### config.mk
export PLATFORM = sky130hd
export DESIGN_NAME = sine_synth_top
export DESIGN_NICKNAME = d
export VERILOG_FILES = /design/src/rtl/sine_synth_pkg.sv /design/src/rtl/ks_adder.sv /design/src/rtl/phase_accumulator.sv /design/src/rtl/quadrant_fold.sv /design/src/rtl/cordic_rotator.sv /design/src/rtl/sine_synth_top.sv
export SDC_FILE = /design/constraint.sdc
export NUM_CORES = 1
export LEC_CHECK = 0
export BUFFER_PORTS_ARGS = -buffer_cell sky130_fd_sc_hd__buf_2
export CORE_UTILIZATION = 45
export CTS_CLUSTER_SIZE = 30
export DETAILED_ROUTE_END_ITERATION = 16
export GPL_ROUTABILITY_DRIVEN = 0
export GPL_TIMING_DRIVEN = 0
export PLACE_DENSITY = 0.59
export SYNTH_ARGS = -nofsm -noshare
export SYNTH_HDL_FRONTEND = slang
export SYNTH_HIERARCHICAL = 1
export SYNTH_SLANG_ARGS = --single-unit
export TNS_END_PERCENT = 50
### constraint.sdc
create_clock -name clock -period 5.2 [get_ports clock]
set_clock_uncertainty 0.1 [all_clocks]
set_input_delay 0.26 -clock clock [delete_from_list [all_inputs] [get_ports clock]]
set_output_delay 0.26 -clock clock [all_outputs]
set_load 0.005 [all_outputs]
### src/rtl/sine_synth_pkg.sv
// Sine synthesizer shared definitions
`default_nettype none

package sine_synth_pkg;

    // Phase word, a full turn is 2**PHASE_W units
    localparam int PHASE_W = 16;

    // Angle inside one quadrant
    localparam int ANGLE_W = PHASE_W - 2;

    // Signed sample width and the rotator's working width with two guard bits
    localparam int DATA_W = 12;
    localparam int XY_W   = DATA_W + 2;

    // Residual angle register of the rotator
    localparam int Z_W = PHASE_W;

    // One micro-rotation per clock
    localparam int ITERATIONS = 12;
    localparam int ITER_W     = $clog2(ITERATIONS);

    // CORDIC gain compensation scaled to full output range
    localparam int GAIN_INIT = 1243;

    // Output clamp, symmetric around zero
    localparam int SAT_MAX = 2 ** (DATA_W - 1) - 1;

    // atan(2**-i) in phase units
    localparam logic [Z_W-1:0] ATAN_TABLE [ITERATIONS] = '{
        16'd8192, 16'd4836, 16'd2555, 16'd1297,
        16'd651,  16'd326,  16'd163,  16'd81,
        16'd41,   16'd20,   16'd10,   16'd5
    };

    typedef logic [PHASE_W-1:0]        phase_t;
    typedef logic signed [DATA_W-1:0]  data_t;
    typedef logic signed [XY_W-1:0]    xy_t;

    // Top two phase bits
    typedef enum logic [1:0] {
        Q0 = 2'd0,
        Q1 = 2'd1,
        Q2 = 2'd2,
        Q3 = 2'd3
    } quadrant_e;

    typedef enum logic [1:0] {
        IDLE   = 2'd0,
        ROTATE = 2'd1,
        DONE   = 2'd2
    } cordic_state_e;

    typedef struct packed {
        phase_t                phase;
        quadrant_e             quadrant;
        logic [ANGLE_W-1:0]    angle;
    } fold_t;

    typedef struct packed {
        phase_t    phase;
        data_t     sine;
        data_t     cosine;
    } sample_t;

endpackage

`default_nettype wire

### src/rtl/ks_adder.sv
// Kogge-Stone prefix adder
`default_nettype none

module ks_adder #(
    parameter int WIDTH = 16
) (
    input  logic [WIDTH-1:0] a,
    input  logic [WIDTH-1:0] b,
    input  logic             carry_in,
    output logic [WIDTH-1:0] sum
);

    localparam int LEVELS = $clog2(WIDTH);

    logic [WIDTH-1:0] prop;
    logic [WIDTH-1:0] gen;

    // Group generate and propagate after each prefix level
    wire [WIDTH-1:0] gen_l  [LEVELS+1];
    wire [WIDTH-1:0] prop_l [LEVELS+1];

    assign prop = a ^ b;
    assign gen  = a & b;

    // Carry input folds into the generate of bit 0
    assign gen_l[0]  = gen | {{(WIDTH-1){1'b0}}, prop[0] & carry_in};
    assign prop_l[0] = prop;

    genvar lvl;
    genvar k;
    generate
        for (lvl = 0; lvl < LEVELS; lvl++) begin : g_level
            localparam int DIST = 1 << lvl;
            for (k = 0; k < WIDTH; k++) begin : g_bit
                if (k >= DIST) begin : g_merge
                    assign gen_l[lvl+1][k]  = gen_l[lvl][k] |
                                              (prop_l[lvl][k] & gen_l[lvl][k-DIST]);
                    assign prop_l[lvl+1][k] = prop_l[lvl][k] & prop_l[lvl][k-DIST];
                end else begin : g_pass
                    // Group already reaches bit 0
                    assign gen_l[lvl+1][k]  = gen_l[lvl][k];
                    assign prop_l[lvl+1][k] = prop_l[lvl][k];
                end
            end
        end
    endgenerate

    // Carry into bit k is the group generate of bits k-1 down to 0
    assign sum = prop ^ {gen_l[LEVELS][WIDTH-2:0], carry_in};

endmodule

`default_nettype wire

### src/rtl/phase_accumulator.sv
// Phase accumulator
`default_nettype none

module phase_accumulator (
    input  logic                    clock,
    input  logic                    resetn,
    input  logic                    run,
    input  sine_synth_pkg::phase_t  step,
    output logic                    phase_valid,
    input  logic                    phase_ready,
    output sine_synth_pkg::phase_t  phase
);

    logic accept;

    // A phase is on offer for as long as the oscillator runs
    assign phase_valid = run;
    assign accept      = phase_valid & phase_ready;

    // Advance only on acceptance so stalls leave no gaps in the sequence
    always_ff @(posedge clock or negedge resetn) begin
        if (!resetn) begin
            phase <= '0;
        end else if (accept) begin
            phase <= phase + step;  // wraps modulo a full turn
        end
    end

endmodule

`default_nettype wire

### src/rtl/quadrant_fold.sv
// Quadrant fold stage
`default_nettype none

module quadrant_fold (
    input  logic                    clock,
    input  logic                    resetn,
    input  logic                    phase_valid,
    output logic                    phase_ready,
    input  sine_synth_pkg::phase_t  phase,
    output logic                    fold_valid,
    input  logic                    fold_ready,
    output sine_synth_pkg::fold_t   fold
);

    logic load;

    // Room when empty or when the held item drains this cycle
    assign phase_ready = ~fold_valid | fold_ready;
    assign load        = phase_valid & phase_ready;

    always_ff @(posedge clock or negedge resetn) begin
        if (!resetn) begin
            fold_valid <= 1'b0;
        end else if (phase_ready) begin
            fold_valid <= phase_valid;
        end
    end

    // Top two bits pick the quadrant, the rest is the angle inside it
    always_ff @(posedge clock) begin
        if (load) begin
            fold.phase    <= phase;
            fold.quadrant <= sine_synth_pkg::quadrant_e'(
                                 phase[sine_synth_pkg::PHASE_W-1 -: 2]);
            fold.angle    <= phase[sine_synth_pkg::ANGLE_W-1:0];
        end
    end

endmodule

`default_nettype wire

### src/rtl/cordic_rotator.sv
// Iterative CORDIC rotator
`default_nettype none

module cordic_rotator (
    input  logic                     clock,
    input  logic                     resetn,
    input  logic                     fold_valid,
    output logic                     fold_ready,
    input  sine_synth_pkg::fold_t    fold,
    output logic                     out_valid,
    input  logic                     out_ready,
    output sine_synth_pkg::sample_t  out_sample
);

    sine_synth_pkg::cordic_state_e state;
    logic [sine_synth_pkg::ITER_W-1:0] iter;

    // Working registers
    sine_synth_pkg::xy_t        x;
    sine_synth_pkg::xy_t        y;
    logic [sine_synth_pkg::Z_W-1:0] z;
    sine_synth_pkg::quadrant_e  quad;
    sine_synth_pkg::phase_t     phase_q;

    sine_synth_pkg::xy_t        x_shift;
    sine_synth_pkg::xy_t        y_shift;
    logic [sine_synth_pkg::Z_W-1:0] atan_step;
    logic                       dir_pos;

    // Adder operands and results
    sine_synth_pkg::xy_t        x_add_b;
    sine_synth_pkg::xy_t        y_add_b;
    sine_synth_pkg::xy_t        x_add_a;
    sine_synth_pkg::xy_t        y_add_a;
    logic                       x_add_cin;
    logic                       y_add_cin;
    sine_synth_pkg::xy_t        x_sum;
    sine_synth_pkg::xy_t        y_sum;
    logic [sine_synth_pkg::Z_W-1:0] z_sum;

    sine_synth_pkg::xy_t        sin_raw;
    sine_synth_pkg::xy_t        cos_raw;
    logic                       forming;

    function automatic sine_synth_pkg::data_t saturate(input sine_synth_pkg::xy_t value);
        if (value > sine_synth_pkg::SAT_MAX) begin
            return sine_synth_pkg::data_t'(sine_synth_pkg::SAT_MAX);
        end else if (value < -sine_synth_pkg::SAT_MAX) begin
            return sine_synth_pkg::data_t'(-sine_synth_pkg::SAT_MAX);
        end
        return sine_synth_pkg::data_t'(value);
    endfunction

    assign fold_ready = (state == sine_synth_pkg::IDLE);
    assign forming    = (state == sine_synth_pkg::DONE) & ~out_valid;

    assign x_shift   = x >>> iter;
    assign y_shift   = y >>> iter;
    assign atan_step = sine_synth_pkg::ATAN_TABLE[iter];
    assign dir_pos   = ~z[sine_synth_pkg::Z_W-1];

    // Outside ROTATE the x and y adders negate for quadrant restoration
    always_comb begin
        if (state == sine_synth_pkg::ROTATE) begin
            x_add_a   = x;
            x_add_b   = dir_pos ? ~y_shift : y_shift;
            x_add_cin = dir_pos;
            y_add_a   = y;
            y_add_b   = dir_pos ? x_shift : ~x_shift;
            y_add_cin = ~dir_pos;
        end else begin
            x_add_a   = '0;
            x_add_b   = ~x;
            x_add_cin = 1'b1;
            y_add_a   = '0;
            y_add_b   = ~y;
            y_add_cin = 1'b1;
        end
    end

    ks_adder #(.WIDTH(sine_synth_pkg::XY_W)) u_x_adder (
        .a        (x_add_a),
        .b        (x_add_b),
        .carry_in (x_add_cin),
        .sum      (x_sum)
    );

    ks_adder #(.WIDTH(sine_synth_pkg::XY_W)) u_y_adder (
        .a        (y_add_a),
        .b        (y_add_b),
        .carry_in (y_add_cin),
        .sum      (y_sum)
    );

    // z steers toward zero
    ks_adder #(.WIDTH(sine_synth_pkg::Z_W)) u_z_adder (
        .a        (z),
        .b        (dir_pos ? ~atan_step : atan_step),
        .carry_in (dir_pos),
        .sum      (z_sum)
    );

    // Map first-quadrant results back, x_sum and y_sum hold -x and -y here
    always_comb begin
        case (quad)
            sine_synth_pkg::Q0: begin sin_raw = y;     cos_raw = x;     end
            sine_synth_pkg::Q1: begin sin_raw = x;     cos_raw = y_sum; end
            sine_synth_pkg::Q2: begin sin_raw = y_sum; cos_raw = x_sum; end
            default:            begin sin_raw = x_sum; cos_raw = y;     end
        endcase
    end

    always_ff @(posedge clock or negedge resetn) begin
        if (!resetn) begin
            state     <= sine_synth_pkg::IDLE;
            iter      <= '0;
            out_valid <= 1'b0;
        end else begin
            case (state)
                sine_synth_pkg::IDLE: begin
                    iter <= '0;
                    if (fold_valid) begin
                        state <= sine_synth_pkg::ROTATE;
                    end
                end
                sine_synth_pkg::ROTATE: begin
                    if (iter == sine_synth_pkg::ITER_W'(sine_synth_pkg::ITERATIONS - 1)) begin
                        state <= sine_synth_pkg::DONE;
                    end else begin
                        iter <= iter + 1'b1;
                    end
                end
                sine_synth_pkg::DONE: begin
                    // First DONE cycle forms the result, then hold until taken
                    if (!out_valid) begin
                        out_valid <= 1'b1;
                    end else if (out_ready) begin
                        out_valid <= 1'b0;
                        state     <= sine_synth_pkg::IDLE;
                    end
                end
                default: state <= sine_synth_pkg::IDLE;
            endcase
        end
    end

    always_ff @(posedge clock) begin
        if (fold_valid && fold_ready) begin
            x       <= sine_synth_pkg::xy_t'(sine_synth_pkg::GAIN_INIT);
            y       <= '0;
            z       <= sine_synth_pkg::Z_W'(fold.angle);
            quad    <= fold.quadrant;
            phase_q <= fold.phase;
        end else if (state == sine_synth_pkg::ROTATE) begin
            x <= x_sum;
            y <= y_sum;
            z <= z_sum;
        end
        if (forming) begin
            out_sample.phase  <= phase_q;
            out_sample.sine   <= saturate(sin_raw);
            out_sample.cosine <= saturate(cos_raw);
        end
    end

endmodule

`default_nettype wire

### src/rtl/sine_synth_top.sv
// Sine and cosine synthesizer top
`default_nettype none

module sine_synth_top (
    input  logic                     clock,
    input  logic                     resetn,
    input  logic                     run,
    input  sine_synth_pkg::phase_t   step,
    output logic                     out_valid,
    input  logic                     out_ready,
    output sine_synth_pkg::sample_t  out_sample
);

    // Accumulator to fold stage
    logic                    phase_valid;
    logic                    phase_ready;
    sine_synth_pkg::phase_t  phase;

    // Fold stage to rotator
    logic                    fold_valid;
    logic                    fold_ready;
    sine_synth_pkg::fold_t   fold;

    phase_accumulator u_phase_accumulator (
        .clock       (clock),
        .resetn      (resetn),
        .run         (run),
        .step        (step),
        .phase_valid (phase_valid),
        .phase_ready (phase_ready),
        .phase       (phase)
    );

    quadrant_fold u_quadrant_fold (
        .clock       (clock),
        .resetn      (resetn),
        .phase_valid (phase_valid),
        .phase_ready (phase_ready),
        .phase       (phase),
        .fold_valid  (fold_valid),
        .fold_ready  (fold_ready),
        .fold        (fold)
    );

    cordic_rotator u_cordic_rotator (
        .clock       (clock),
        .resetn      (resetn),
        .fold_valid  (fold_valid),
        .fold_ready  (fold_ready),
        .fold        (fold),
        .out_valid   (out_valid),
        .out_ready   (out_ready),
        .out_sample  (out_sample)
    );

endmodule

`default_nettype wire

==> flow_metrics.tcl <==
set metrics [dict create \
    status "finished clean" \
    dieWidth_um 160 \
    cts_buffer_depth 2 \
    synth_edf_count 88 \
    cp-startpoint "u_cordic_rotator/y[10]" \
    num_io_pins 61 \
    grt_max_degree 35 \
    final_core_util 0.522 \
    start_util 0.461 \
    nets 1330 \
    drtIter0Drc 944 \
    synth_top_area_frac 0.234 \
    core.rowCount 57 \
    cts_root_buf "clkbuf_16" \
    viasPerCell 6.04 \
    path_class "reg2reg" \
    die_area_mm2 0.0257 \
    maxSlewHeadroom 0.474 \
    r2r-start "u_cordic_rotator/y[10]" \
    setup_tns_ns 0 \
    crit_arrival_ns 5.24 \
    grt_overflow 0 \
    coreArea_mm2 0.0245 \
    clk_pin_slew_ns 0.06 \
    synthToLayoutAreaGrowth_pct 13.2 \
    cts_tree "done" \
    cts_buffers 17 \
    drt_wl_total_um 33700 \
    firstDrtPassIters 6 \
    tightest_slew_ns 0.789 \
    place_area_mm2 0.0120 \
    syn-cell-area_mm2 0.0113 \
    htree_levels 4 \
    fin_crit_ns 5.05 \
    antennaDiodeCount 0 \
    fillers 2210 \
    min_period_over_period 0.972 \
    r2r_setup_slack_ns 0.15 \
    port_buffers 60 \
    avgRoutedWirePerCell_um 21.3 \
    synth_cell_types 93 \
    clock-sinks 142 \
    setup.worst_path.end_class "flip-flop" \
    post_route_cells_drive_above_1_share 0.208 \
    maxSlewViolCount 0 \
    dieHeight_um 160 \
    synth_area_per_cell_um2 9.74 \
    start_kind "flip-flop" \
    cap_viol_max_count 0 \
    synthTopCellsByCount "187 x nand2_1, 88 x edfxtp_1, 87 x nor2_1" \
    final_antenna_net_count 0 \
    fin_hold_ws_ns 0.0628 \
    finalHoldViolations 0 \
    clock_latency_ns 0.42 \
    hp-start "out_ready" \
    yosysTopAreaCell "edfxtp_1" \
    via_count 9556 \
    synth_seq_cells 142 \
    postSynth.asyncResetShare 0.169 \
    fmax_mhz 198 \
    grt_pass1_wl_um 52100 \
    synth-main-ff-cell "edfxtp_1" \
    yosys_warnings 6 \
    grt_pass1_vias 9331 \
    drt_drc_violations_left 0 \
    worstHoldPathType "in2reg" \
    required_ns 5.39 \
    critPathMaxFanout 10 \
    synth_cells 1159 \
    dpl.hpwl_um 25300 \
    groute.usage.overall 0.266 \
    setup_violations 0 \
    final_area_mm2 0.0128 \
    synth_most_common_cell "nand2_1" \
    synthTopCellsByArea "edfxtp_1 23%, mux4_2 9.8%, ha_1 6.5%" \
    synthesis.nets 1245 \
    ys_seq_area_frac 0.341 \
    antenna_found_initial 0 \
]
-- area by class of cell --
class | instances | area [um^2] | area share
flip-flops and latches | 142 | 3840 | 0.301
inverters | 20 | 75.1 | 0.00588
repair buffers | 66 | 360 | 0.0282
clock buffers | 18 | 429 | 0.0336
well taps | 324 | 405 | 0.0317
plain buffers | 87 | 522 | 0.0408
multi-input cells | 910 | 7000 | 0.548
clock inverters | 14 | 143 | 0.0112
-- layout by cell type, fill, tap and decap left out, drive strengths merged, types with 5 or more instances in the layout --
cell type,netlist,routed
mux2i,22,22
xor2,13,13
buf,51,115
o311ai,7,7
a31oi,5,5
or2,7,7
a21oi,76,76
nand2b,15,15
nand2,187,187
nor2,90,90
a21boi,20,20
o21a,13,13
dfxtp,30,30
clkbuf,36,55
ha,59,59
o22ai,7,7
or3,5,5
a221oi,9,9
mux4,51,51
xnor2,55,55
nor3,11,11
nand3,18,18
nor4,7,7
clkinv,0,5
fa,7,7
o31ai,9,9
mux2,12,12
dfrtp,24,24
o21ai,50,50
a21o,31,31
o221ai,6,6
a211oi,15,15
a211o,5,5
and2,32,32
inv,20,23
edfxtp,88,88
nand4,8,8
nor2b,9,9
-- through the flow --
stage / cells / worst slack [ns]
after floorplan: 1159 / 0.567
after global placement: 1543 / -0.399
after detailed placement: 1544 / -0.354
after CTS: 1577 / 0.0109
after global routing: 1581 / -0.00624
final: 1581 / 0.147
-- worst max-delay path, stage by stage (launching register included) --
cell	delay (ns)
dfxtp_1	0.30
clkbuf_1	0.47
mux2_2	0.31
a2bb2oi_1	0.21
a21boi_1	0.24
mux2i_1	0.17
and3b_1	0.22
fa_2	0.40
fa_2	0.46
a211oi_4	0.30
o21ai_2	0.14
a41o_1	0.25
a21oi_1	0.16
xnor2_1	0.14
mux4_2	0.59
nor4b_4	0.29
nand3_1	0.11
nand2_1	0.08
-- cell families after synthesis --
family | after synthesis | synth area share
and+or+nand+nor | 401 | 0.163
AOI/OAI and AO/OA | 290 | 0.180
DFF | 142 | 0.341
buffers and inverters | 107 | 0.0512
muxes | 85 | 0.135
xor gates and xnor gates | 68 | 0.0528
adders and majority gates | 66 | 0.0778
-- worst paths after layout --
check,cells past startpoint,to
worst max-delay path,17,u_cordic_rotator/out_sample[12]
worst min-delay path,3,u_cordic_rotator/out_valid
worst max register to register,17,u_cordic_rotator/out_sample[12]
worst min register to register,0,u_cordic_rotator/out_sample[26]
max in group asynchronous,2,u_cordic_rotator/iter[0]
min in group asynchronous,2,u_phase_accumulator/phase[15]
-- registers in the layout (all words and copies together), names as in the netlist, 4 cells and up --
register	count
u_cordic_rotator/phase_q	16
u_cordic_rotator/out_sample	40
u_cordic_rotator/x	14
u_phase_accumulator/phase	16
u_cordic_rotator/z	16
u_quadrant_fold/fold	16
u_cordic_rotator/iter	4
u_cordic_rotator/y	14
-- repair_timing --
action | 4_1_cts | 5_1_grt
hold buffers | 1 | 0
hold endpoints to repair | 24 | 0
pin swaps | 1 | 6
resized for setup | 11 | 26
setup endpoints to repair | 22 | 22
buffers inserted | 0 | 4
-- per-layer routing --
layer | vias to the layer above | GRT usage | part of all wire | wire length [um]
met5 | - | 0 | 0 | 0
met4 | 0 | 0.168 | 0.065 | 2200
met3 | 108 | 0.0491 | 0.069 | 2320
met2 | 453 | 0.431 | 0.47 | 15800
met1 | 4543 | 0.330 | 0.40 | 13400
li1 | 4452 | - | - | -
Power is left out: the tool's default activity adds up to more than one toggle a clock period on the data nets, which glitch-free logic cannot reach.
